--- config.mk ---
export PLATFORM = sky130hd
export DESIGN_NAME = float_unit
export DESIGN_NICKNAME = d
export VERILOG_FILES = /design/src/hw/float_pkg.sv /design/src/hw/float_mul.sv /design/src/hw/float_add.sv /design/src/hw/float_unit_ctrl.sv /design/src/hw/float_unit.sv
export SDC_FILE = /design/constraint.sdc
export NUM_CORES = 2
export LEC_CHECK = 0
export ABC_AREA = 0
export BUFFER_PORTS_ARGS = -buffer_cell sky130_fd_sc_hd__buf_2
export CAP_MARGIN = 20
export CORE_MARGIN = 5
export CORE_UTILIZATION = 55
export DETAILED_ROUTE_END_ITERATION = 10
export GPL_TIMING_DRIVEN = 0
export PLACE_DENSITY = 0.7
export SLEW_MARGIN = 20
export SYNTH_ARGS = -nofsm -noshare
export SYNTH_HDL_FRONTEND = slang
export SYNTH_SLANG_ARGS = --single-unit
--- constraint.sdc ---
create_clock -name clk -period 9.32 [get_ports clk]
set_input_delay 1.398 -clock clk [delete_from_list [all_inputs] [get_ports clk]]
set_output_delay 1.398 -clock clk [all_outputs]
set_load 0.01 [all_outputs]
--- src/hw/float_pkg.sv ---
// Float arithmetic unit shared definitions
// binary32 field layout, the operand word type, the opcode and the
// request word that carries an opcode with its two operands
`default_nettype none

package float_pkg;

    // single-precision word and field widths
    localparam int FLOAT_WIDTH = 32;
    localparam int EXP_WIDTH = 8;
    // stored mantissa, hidden one not included
    localparam int MANT_WIDTH = FLOAT_WIDTH - EXP_WIDTH - 1;
    localparam int EXP_BIAS = 127;

    // ieee-754 bit order, sign on top
    typedef struct packed {
        logic                  sign;
        logic [EXP_WIDTH-1:0]  exp;
        logic [MANT_WIDTH-1:0] mant;
    } float_t;

    // operation selector
    typedef enum logic {
        OP_MUL = 1'b0,
        OP_ADD = 1'b1
    } fp_opcode_e;

    // one request on the input port
    // result is a op b
    typedef struct packed {
        fp_opcode_e op;
        float_t     a;
        float_t     b;
    } fp_req_t;

endpackage

`default_nettype wire

--- src/hw/float_mul.sv ---
// Multi-cycle single-precision multiplier
// req/ack handshake, one operation at a time
// denormal operands flush to +0, the product mantissa is truncated
// no handling of infinity, NaN or exponent range
`timescale 1ns/1ns
`default_nettype none

module float_mul (
    input  logic              clk,
    input  logic              rst,
    input  logic              req,
    input  float_pkg::float_t a,
    input  float_pkg::float_t b,
    output logic              ack,
    output float_pkg::float_t out
);

    // significand with the hidden one restored
    localparam int SIG_W = float_pkg::MANT_WIDTH + 1;
    localparam int PROD_W = 2 * SIG_W;
    // two spare bits so the biased sum does not wrap in the middle
    localparam int EXT_EXP_W = float_pkg::EXP_WIDTH + 2;

    typedef enum logic [1:0] {
        S_IDLE,
        S_PRODUCT,
        S_NORM,
        S_PACK
    } state_e;

    state_e state;

    logic                            zero_op;
    logic                            sign_q;
    logic [EXT_EXP_W-1:0]            exp_q;
    logic [SIG_W-1:0]                sig_a_q;
    logic [SIG_W-1:0]                sig_b_q;
    logic [PROD_W-1:0]               prod_q;
    logic [float_pkg::MANT_WIDTH-1:0] mant_q;

    // zero exponent field means zero, denormals included
    assign zero_op = (a.exp == '0) || (b.exp == '0);

    // sequencing and the ack pulse
    always_ff @(posedge clk or posedge rst) begin
        if (rst) begin
            state <= S_IDLE;
            ack <= 1'b0;
        end else begin
            ack <= 1'b0;
            case (state)
                S_IDLE: begin
                    if (req) begin
                        // zero short-cuts straight to the output stage
                        if (zero_op) begin
                            state <= S_PACK;
                        end else begin
                            state <= S_PRODUCT;
                        end
                    end
                end
                S_PRODUCT: begin
                    state <= S_NORM;
                end
                S_NORM: begin
                    state <= S_PACK;
                end
                S_PACK: begin
                    ack <= 1'b1;
                    state <= S_IDLE;
                end
                default: begin
                    state <= S_IDLE;
                end
            endcase
        end
    end

    // datapath, one stage per state
    always_ff @(posedge clk) begin
        case (state)
            S_IDLE: begin
                if (req) begin
                    if (zero_op) begin
                        // always +0, sign dropped
                        sign_q <= 1'b0;
                        exp_q <= '0;
                        mant_q <= '0;
                    end else begin
                        sign_q <= a.sign ^ b.sign;
                        // biased sum, bias removed once
                        exp_q <= EXT_EXP_W'(a.exp) + EXT_EXP_W'(b.exp)
                            - EXT_EXP_W'(float_pkg::EXP_BIAS);
                        sig_a_q <= {1'b1, a.mant};
                        sig_b_q <= {1'b1, b.mant};
                    end
                end
            end
            S_PRODUCT: begin
                // 24x24 full product, 1.0 <= p < 4.0 with point at bit 46
                prod_q <= PROD_W'(sig_a_q) * PROD_W'(sig_b_q);
            end
            S_NORM: begin
                if (prod_q[PROD_W-1]) begin
                    // product in [2,4), shift by 24 and bump the exponent
                    mant_q <= prod_q[PROD_W-2 -: float_pkg::MANT_WIDTH];
                    exp_q <= exp_q + EXT_EXP_W'(1);
                end else begin
                    // already in [1,2), shift by 23
                    mant_q <= prod_q[PROD_W-3 -: float_pkg::MANT_WIDTH];
                end
            end
            S_PACK: begin
                out.sign <= sign_q;
                out.exp <= exp_q[float_pkg::EXP_WIDTH-1:0];
                out.mant <= mant_q;
            end
            default: begin
            end
        endcase
    end

    // controller must wait for the ack before the next req
    req_only_in_idle: assert property (@(posedge clk) disable iff (rst)
        req |-> state == S_IDLE);

    // single-cycle ack pulse
    ack_one_cycle: assert property (@(posedge clk) disable iff (rst)
        ack |=> !ack);

endmodule

`default_nettype wire

--- src/hw/float_add.sv ---
// Multi-cycle single-precision adder
// req/ack handshake, one operation at a time
// align, add or subtract, normalise, pack
// zero-exponent operands count as zero, alignment and result truncate
`timescale 1ns/1ns
`default_nettype none

module float_add (
    input  logic              clk,
    input  logic              rst,
    input  logic              req,
    input  float_pkg::float_t a,
    input  float_pkg::float_t b,
    output logic              ack,
    output float_pkg::float_t out
);

    localparam int EXP_W = float_pkg::EXP_WIDTH;
    // hidden one plus stored mantissa
    localparam int SIG_W = float_pkg::MANT_WIDTH + 1;
    // one carry bit on top
    localparam int SUM_W = SIG_W + 1;
    localparam int SHIFT_W = $clog2(SIG_W);

    typedef enum logic [2:0] {
        S_IDLE,
        S_ALIGN,
        S_SUM,
        S_NORM,
        S_PACK
    } state_e;

    state_e state;

    logic              zero_op;
    float_pkg::float_t a_q;
    float_pkg::float_t b_q;
    float_pkg::float_t base;
    float_pkg::float_t other;
    logic [EXP_W-1:0]  exp_diff;
    logic [SIG_W-1:0]  other_sig;
    logic              sign_q;
    logic [EXP_W-1:0]  exp_q;
    logic              sub_q;
    logic [SIG_W-1:0]  big_q;
    logic [SIG_W-1:0]  small_q;
    logic [SUM_W-1:0]  sum_q;
    logic [SHIFT_W-1:0] norm_shift;
    logic [SIG_W-1:0]  norm_sig;
    float_pkg::float_t res_q;

    assign zero_op = (a.exp == '0) || (b.exp == '0);

    // larger magnitude becomes the base, the other one is aligned to it
    always_comb begin
        if ({a_q.exp, a_q.mant} >= {b_q.exp, b_q.mant}) begin
            base = a_q;
            other = b_q;
        end else begin
            base = b_q;
            other = a_q;
        end
        exp_diff = base.exp - other.exp;
        // 25 or more places leaves nothing of the smaller operand
        if (exp_diff >= EXP_W'(SIG_W + 1)) begin
            other_sig = '0;
        end else begin
            other_sig = {1'b1, other.mant} >> exp_diff;
        end
    end

    // leading-one search over the sum, no carry case only
    always_comb begin
        norm_shift = '0;
        for (int i = 0; i < SIG_W; i++) begin
            if (sum_q[i]) begin
                norm_shift = SHIFT_W'(SIG_W - 1 - i);
            end
        end
        norm_sig = sum_q[SIG_W-1:0] << norm_shift;
    end

    // sequencing and the ack pulse
    always_ff @(posedge clk or posedge rst) begin
        if (rst) begin
            state <= S_IDLE;
            ack <= 1'b0;
        end else begin
            ack <= 1'b0;
            case (state)
                S_IDLE: begin
                    if (req) begin
                        if (zero_op) begin
                            state <= S_PACK;
                        end else begin
                            state <= S_ALIGN;
                        end
                    end
                end
                S_ALIGN: state <= S_SUM;
                S_SUM: state <= S_NORM;
                S_NORM: state <= S_PACK;
                S_PACK: begin
                    ack <= 1'b1;
                    state <= S_IDLE;
                end
                default: state <= S_IDLE;
            endcase
        end
    end

    // datapath, one stage per state
    always_ff @(posedge clk) begin
        case (state)
            S_IDLE: begin
                if (req) begin
                    a_q <= a;
                    b_q <= b;
                    // x + 0 passes x through untouched
                    if (a.exp == '0 && b.exp == '0) begin
                        res_q <= '0;
                    end else if (a.exp == '0) begin
                        res_q <= b;
                    end else begin
                        res_q <= a;
                    end
                end
            end
            S_ALIGN: begin
                sign_q <= base.sign;
                exp_q <= base.exp;
                sub_q <= base.sign ^ other.sign;
                big_q <= {1'b1, base.mant};
                small_q <= other_sig;
            end
            S_SUM: begin
                // base is never smaller, so the difference stays positive
                if (sub_q) begin
                    sum_q <= SUM_W'(big_q) - SUM_W'(small_q);
                end else begin
                    sum_q <= SUM_W'(big_q) + SUM_W'(small_q);
                end
            end
            S_NORM: begin
                if (sum_q[SIG_W]) begin
                    // carry out, drop the lowest bit
                    res_q.sign <= sign_q;
                    res_q.exp <= exp_q + EXP_W'(1);
                    res_q.mant <= sum_q[SIG_W-1:1];
                end else if (sum_q == '0) begin
                    // exact cancellation
                    res_q <= '0;
                end else begin
                    res_q.sign <= sign_q;
                    res_q.exp <= exp_q - EXP_W'(norm_shift);
                    res_q.mant <= norm_sig[float_pkg::MANT_WIDTH-1:0];
                end
            end
            S_PACK: out <= res_q;
            default: begin
            end
        endcase
    end

    // controller must wait for the ack before the next req
    req_only_in_idle: assert property (@(posedge clk) disable iff (rst)
        req |-> state == S_IDLE);

    ack_one_cycle: assert property (@(posedge clk) disable iff (rst)
        ack |=> !ack);

endmodule

`default_nettype wire

--- src/hw/float_unit_ctrl.sv ---
// Float unit controller
// takes one request through a valid/ready port, starts the selected
// arithmetic unit with a req pulse, waits for its ack and keeps the
// result until the consumer takes it
`timescale 1ns/1ns
`default_nettype none

module float_unit_ctrl (
    input  logic               clk,
    input  logic               rst,
    input  logic               in_valid,
    input  float_pkg::fp_req_t in_req,
    output logic               in_ready,
    output logic               res_valid,
    output float_pkg::float_t  res,
    input  logic               res_ready,
    output logic               mul_req,
    output logic               add_req,
    output float_pkg::float_t  op_a,
    output float_pkg::float_t  op_b,
    input  logic               mul_ack,
    input  logic               add_ack,
    input  float_pkg::float_t  mul_out,
    input  float_pkg::float_t  add_out
);

    // idle -> busy (unit working) -> hold (result waiting) -> idle
    typedef enum logic [1:0] {
        S_IDLE,
        S_BUSY,
        S_HOLD
    } state_e;

    state_e                state;
    float_pkg::fp_opcode_e op_q;
    logic                  accept;
    logic                  done;
    float_pkg::float_t     unit_out;

    // nothing in flight and result register empty
    assign in_ready = (state == S_IDLE);
    assign res_valid = (state == S_HOLD);
    assign accept = in_valid && in_ready;

    // only the unit that was started can answer
    assign done = (op_q == float_pkg::OP_MUL) ? mul_ack : add_ack;
    assign unit_out = (op_q == float_pkg::OP_MUL) ? mul_out : add_out;

    always_ff @(posedge clk or posedge rst) begin
        if (rst) begin
            state <= S_IDLE;
            op_q <= float_pkg::OP_MUL;
            mul_req <= 1'b0;
            add_req <= 1'b0;
        end else begin
            // req is a single-cycle pulse
            mul_req <= 1'b0;
            add_req <= 1'b0;
            case (state)
                S_IDLE: begin
                    if (accept) begin
                        op_q <= in_req.op;
                        mul_req <= (in_req.op == float_pkg::OP_MUL);
                        add_req <= (in_req.op == float_pkg::OP_ADD);
                        state <= S_BUSY;
                    end
                end
                S_BUSY: begin
                    if (done) begin
                        state <= S_HOLD;
                    end
                end
                S_HOLD: begin
                    if (res_ready) begin
                        state <= S_IDLE;
                    end
                end
                default: state <= S_IDLE;
            endcase
        end
    end

    // operands go out with the req pulse, result captured on the ack
    always_ff @(posedge clk) begin
        if (accept) begin
            op_a <= in_req.a;
            op_b <= in_req.b;
        end
        if (state == S_BUSY && done) begin
            res <= unit_out;
        end
    end

    // back-pressure keeps the result in place
    res_held: assert property (@(posedge clk) disable iff (rst)
        res_valid && !res_ready |=> res_valid && $stable(res));

    // a unit only answers a request that this controller is waiting on
    ack_only_busy: assert property (@(posedge clk) disable iff (rst)
        (mul_ack || add_ack) |-> state == S_BUSY);

endmodule

`default_nettype wire

--- src/hw/float_unit.sv ---
// Float arithmetic unit, top level
// controller plus one multiplier and one adder, a single operation
// in flight, valid/ready on both the request and the result side
`timescale 1ns/1ns
`default_nettype none

module float_unit (
    input  logic               clk,
    input  logic               rst,
    input  logic               in_valid,
    input  float_pkg::fp_req_t in_req,
    output logic               in_ready,
    output logic               res_valid,
    output float_pkg::float_t  res,
    input  logic               res_ready
);

    logic              mul_req;
    logic              add_req;
    logic              mul_ack;
    logic              add_ack;
    // both units see the same operand registers
    float_pkg::float_t op_a;
    float_pkg::float_t op_b;
    float_pkg::float_t mul_out;
    float_pkg::float_t add_out;

    float_unit_ctrl u_ctrl (
        .clk       (clk),
        .rst       (rst),
        .in_valid  (in_valid),
        .in_req    (in_req),
        .in_ready  (in_ready),
        .res_valid (res_valid),
        .res       (res),
        .res_ready (res_ready),
        .mul_req   (mul_req),
        .add_req   (add_req),
        .op_a      (op_a),
        .op_b      (op_b),
        .mul_ack   (mul_ack),
        .add_ack   (add_ack),
        .mul_out   (mul_out),
        .add_out   (add_out)
    );

    float_mul u_mul (
        .clk (clk),
        .rst (rst),
        .req (mul_req),
        .a   (op_a),
        .b   (op_b),
        .ack (mul_ack),
        .out (mul_out)
    );

    float_add u_add (
        .clk (clk),
        .rst (rst),
        .req (add_req),
        .a   (op_a),
        .b   (op_b),
        .ack (add_ack),
        .out (add_out)
    );

endmodule

`default_nettype wire

## Yosys cells after proc, flatten, opt, wreduce, memory -nomap -nowiden

Cells that the tools add are included.

| storage, ports and cells | value |
|---|---|
| flip-flop bits (word level) | 478 |
| input bits | 69 |
| output and inout bits | 34 |
| logic and storage cells | 156 |

| operators by class | value |
|---|---|
| $add $sub $neg | 8 |
| multiply operators | 1 |
| $lt $le $gt $ge | 2 |
| equal/unequal tests | 16 |
| shift-type cells | 2 |
| multiplexer cells | 59 |
| bitwise operators | 4 |
| reductions and logical operators | 20 |

Operators with widths:

| cell | count |
|---|---|
| $mux W32 | 8 |
| $mux W5 | 24 |
| $mux W23 | 3 |
| $pmux W32 S2 | 1 |
| $mul A24 B24 Y48 | 1 |
| $pmux W23 S2 | 1 |
| $ge A31 B31 Y1 | 1 |
| $mux W10 | 3 |
| $add A24 B24 Y25 | 1 |
| $logic_not A25 Y1 | 1 |
| $mux W25 | 1 |
| $sub A24 B24 Y25 | 1 |
| $shl A24 B5 Y23 | 1 |
| $shr A24 B8 Y24 | 1 |
| $pmux W10 S2 | 1 |
| $logic_not A8 Y1 | 2 |
| $pmux W3 S4 | 1 |
| $reduce_and A3 Y1 | 4 |
| $add A10 B1 Y10 const B | 1 |
| $mux W2 | 5 |
| $sub A10 B7 Y10 const B | 1 |
| $add A8 B8 Y9 | 1 |
| $add A8 B1 Y8 const B | 1 |
| $ge A8 B5 Y1 const B | 1 |
| 21 further kinds | 46 |

## Depth between registers and ports, before layout

| depth | value |
|---|---|
| depth in word-level cells | 28 |
| depth in mapped cells | 29 |
| depth with buffers taken out | 28 |

## By module

A second synthesis with hierarchy kept.

| unflattened totals | value |
|---|---|
| cell total of the unflattened synthesis | 3793 |
| area, all modules | 41041.9 µm² |

Modules (own cells, without submodules):

| module | instances | cells an instance | area each (µm²) |
|---|---|---|---|
| float_mul | 1 | 2353 | 23435.0 |
| float_add | 1 | 1289 | 13983.4 |
| float_unit_ctrl | 1 | 151 | 3623.5 |

## Worst setup path after synthesis

No wires, ideal clock.

| path | value |
|---|---|
| path kind | reg2reg |
| start | reg u_mul.sig_a_q[17] |
| end | reg u_mul.prod_q[44] (data pin) |
| library setup time | 0.285 ns |
| data arrival time | 7.192 ns |
| required time | 9.035 ns |
| slack | 1.843 ns |
| stages on the path, launching flop included | 28 |
| path buffers | 1 |
| cell sequence | edfxtp_1 clkbuf_1 nand2_1 fa_1 inv_1 fa_1 inv_1 fa_1 fa_1 inv_1 fa_1 fa_1 inv_1 fa_1 inv_1 ha_1 a21oi_1 o221ai_1 a21o_1 or4_1 o21ai_0 o31ai_1 a311oi_1 a211o_1 a21boi_0 o21a_1 o21ai_0 a221oi_1 |

| on the way | value |
|---|---|
| longest elaborated chain between the ends | 1 |

Ends and longest elaborated chain:

| item | line | text |
|---|---|---|
| start, declared | float_mul.sv:36 | `logic [SIG_W-1:0] sig_a_q;` |
| start signal, assigned | float_mul.sv:94 | `sig_a_q <= {1'b1, a.mant};` |
| $mul A24 B24 Y48 | float_mul.sv:101 | `prod_q <= PROD_W'(sig_a_q) * PROD_W'(sig_b_q);` |
| end signal, assigned | float_mul.sv:101 |  |
| end, declared | float_mul.sv:38 | `logic [PROD_W-1:0] prod_q;` |

No other way between the ends.
A chain may end at the register's enable or synchronous reset.

## Worst setup path in the final report

| path | value |
|---|---|
| start | reg u_mul.sig_b_q[7] |
| end | reg u_mul.prod_q[44] (data pin) |

| on the way | value |
|---|---|
| longest elaborated chain between the ends | 1 |

Ends and longest elaborated chain:

| item | line | text |
|---|---|---|
| start, declared | float_mul.sv:37 | `logic [SIG_W-1:0] sig_b_q;` |
| start signal, assigned | float_mul.sv:95 | `sig_b_q <= {1'b1, b.mant};` |
| $mul A24 B24 Y48 | float_mul.sv:101 |  |

No other way between the ends.

==> impl_metrics.env <==
export IMPL_min_path_type="register to register"
export IMPL_routed_via_density=5.72
export IMPL_wl_um=112000
export IMPL_synth_cells=3675
export IMPL_ys_warn_count=0
export IMPL_grt_overflow=0
export IMPL_worst_slew_pin_slew_ns=0.876
export IMPL_drc=0
export IMPL_hold_end="u_add.out[26]$_DFFE_PP_"
export IMPL_ios=103
export IMPL_holdWs_ns=0.418
export IMPL_fmax_ghz=0.113
export IMPL_post_drt_wl_per_cell_um=23.2
export IMPL_cts_sinks=453
export IMPL_slew_headroom=0.414
export IMPL_synth_compound_area_share=0.0643
export IMPL_row_count=98
export IMPL_cp_slowest_stage_delay_ns=0.65
export IMPL_hp_start="u_add.res_q[26]$_DFFE_PP_"
export IMPL_outcome="finished clean"
export IMPL_clk_path_buf_depth=3
export IMPL_synth_nets=4473
export IMPL_nFillCells=5807
export IMPL_multi_input_area_mm2=0.0233
export IMPL_first_global_vias=28400
export IMPL_fin_crit_ns=8.87
export IMPL_required_ns=9.69
export IMPL_rrSetupSlack_ns=0.45
export IMPL_synth_ff_type="edfxtp_1"
export IMPL_drive_gt1_frac=0.0960
export IMPL_yosys_top_cells_area="edfxtp_1 33%, fa_1 24%, ha_1 7.7%"
export IMPL_cts_root_buf="clkbuf_16"
export IMPL_place_ws_ns=-0.412
export IMPL_path_max_fanout=10
export IMPL_antenna_diode_count=0
export IMPL_ff2ff_path_depth=26
export IMPL_synthMuxAreaShare=0.0556
export IMPL_clkTransAtPathRegs_ns=0.06
export IMPL_dr_pass1_iters=6
export IMPL_fp_dieW_um=279
export IMPL_arrival_ns=9.23
export IMPL_skew_ns=0.0662
export IMPL_layout_nets=4655
export IMPL_synth_xor_xnor_area_share=0.0207
export IMPL_port_buffers=102
export IMPL_htree_levels=2
export IMPL_cts_buffers=45
export IMPL_yosysMostFrequentCell="inv_1"
export IMPL_cp_end_kind="register"
export IMPL_place_hpwl_um=91000
export IMPL_cts_tree="yes"
export IMPL_synth_largest_area_cell="edfxtp_1"
export IMPL_regToRegStartpoint="u_mul.sig_b_q[7]$_DFFE_PP_"
export IMPL_grt_max_degree=54
export IMPL_crit_buf_inv=5
export IMPL_synth_fa_ha_area_frac=0.320
export IMPL_grt_first_pass_wirelength_um=172000
export IMPL_synth_top_family_by_area="adder cells"
export IMPL_synth_edff_count=441
export IMPL_yosysUniqueCellTypes=82
export IMPL_synthArstFlopShare=0.0265
export IMPL_syn_area_mm2=0.0398
export IMPL_cp_common_cell="fa_1"
export IMPL_clk_latency_ns=0.62
export IMPL_setup_viol=0
export IMPL_startpoint_type="register"
export IMPL_die_h_um=279
export IMPL_postSynthAreaPerCell_um2=10.8
export IMPL_hold_viol_final=0
export IMPL_antenna_found_initial=7
export IMPL_r2r_end="u_mul.prod_q[44]$_DFFE_PN_"
export IMPL_register_area_mm2=0.0135
export IMPL_hold_buffers=0
export IMPL_drv_cap=0
export IMPL_cp_slowest_cell="clkbuf_1"
export IMPL_ys_seq_elements=453
export IMPL_finalCritPeriodShare=0.951
export IMPL_syn2layout_area_growth_pct=9.39
export IMPL_cp_top_family="adder cells"
export IMPL_drt_iter0_markers=2659
export IMPL_setup_ws_ns=0.454
export IMPL_slew_viol_final=0
export IMPL_track_usage=0.291
export IMPL_synth_top_cell_area_share=0.332
export IMPL_synth_simple_gate_area_frac=0.123
export IMPL_gp_congestion=0.995
export IMPL_rsz0062_at_grt="no"
export IMPL_seq_area_frac_synth=0.340
export IMPL_crit_type="register to register"
export IMPL_vias=27700
export IMPL_core_area_mm2=0.0717
export IMPL_start_util=0.555
export IMPL_worstHoldPathCells=0
export IMPL_dieArea_mm2=0.0779
export IMPL_ant_nets=0
export IMPL_synth_common_cells="649 x inv_1, 484 x fa_1, 441 x edfxtp_1"
[state kept, by name (all words and copies together) (netlist names), 25 cells and up]
register / count
u_mul.out: 32
u_mul.prod_q: 25
u_add.b_q: 32
u_ctrl.res: 32
u_add.out: 32
u_add.sum_q: 25
u_add.a_q: 32
u_add.res_q: 32
u_ctrl.op_a: 32
u_ctrl.op_b: 32
[metal layers]
| layer | vias to the layer above | part of all wire | track usage |
|---|---|---|---|
| li1 | 12400 | - | - |
| met1 | 13700 | 0.43 | 0.426 |
| met5 | - | 0.00061 | 0 |
| met4 | 10 | 0.031 | 0.0818 |
| met3 | 226 | 0.11 | 0.0879 |
| met2 | 1372 | 0.43 | 0.426 |
[final cells by class]
class                           instances  share of cell area
Multi-Input combinational cell       2411               0.535
Sequential cell                       453               0.311
Inverter                              653              0.0564
Tap cell                              950              0.0273
Clock buffer                           52              0.0264
Timing Repair Buffer                  135              0.0196
Buffer                                158              0.0150
Clock inverter                         32             0.00982
[repair_timing]
action,CTS,global route
setup buffers,0,6
resized for setup,12,54
setup endpoints to repair,6,7
endpoints found under the hold margin,0,0
pin swaps,0,0
[metrics by stage]
step,setup TNS [ns],instance area (um2),std cells,utilization
detailed placement,-0.819,41900,4754,0.584
CTS,0,43500,4838,0.606
global placement,-0.826,41500,4727,0.579
floorplan,0,39800,3675,-
global route,0,43600,4844,0.608
finish,0,43600,4844,0.608
[how the worst max path moves through the flow]
stage	startpoint	end	slack [ns]	cells past startpoint
floorplan	u_mul.sig_a_q[17]$_DFFE_PP_	u_mul.prod_q[44]$_DFFE_PN_	1.84	27
global placement	u_mul.sig_a_q[8]$_DFFE_PP_	u_mul.prod_q[44]$_DFFE_PN_	-0.39	29
detailed placement	u_mul.sig_a_q[8]$_DFFE_PP_	u_mul.prod_q[44]$_DFFE_PN_	-0.41	29
CTS	u_mul.sig_b_q[5]$_DFFE_PP_	u_mul.prod_q[44]$_DFFE_PN_	0.15	27
global route	u_mul.sig_a_q[19]$_DFFE_PP_	u_mul.prod_q[45]$_DFFE_PN_	0.09	25
finish	u_mul.sig_b_q[7]$_DFFE_PP_	u_mul.prod_q[44]$_DFFE_PN_	0.45	26
[cells in the final DEF, fill, tap and decap left out, types with 63 or more instances in the layout]
cell type / synthesis / routed
a21oi_1: 138 / 138
and2_1: 250 / 250
buf_2: 7 / 110
clkbuf_1: 140 / 113
edfxtp_1: 441 / 441
fa_1: 484 / 484
ha_1: 245 / 243
inv_1: 649 / 648
mux2_2: 63 / 63
mux2i_1: 102 / 102
nand2_1: 374 / 374
nor2_1: 170 / 169
o21ai_0: 67 / 66
xnor2_1: 71 / 71
[kinds of logic (layout without fill, tap and decap cells)]
family	after synthesis	count (layout)
compound gates	390	390
fa+ha+maj	729	729
xor+xnor	94	94
flops	453	453
simple gates	1011	1011
mux	187	187
buf+inv	811	1030
Power is not shown: default switching activity piles up to over one toggle a cycle in this logic, so the estimate is an artifact.
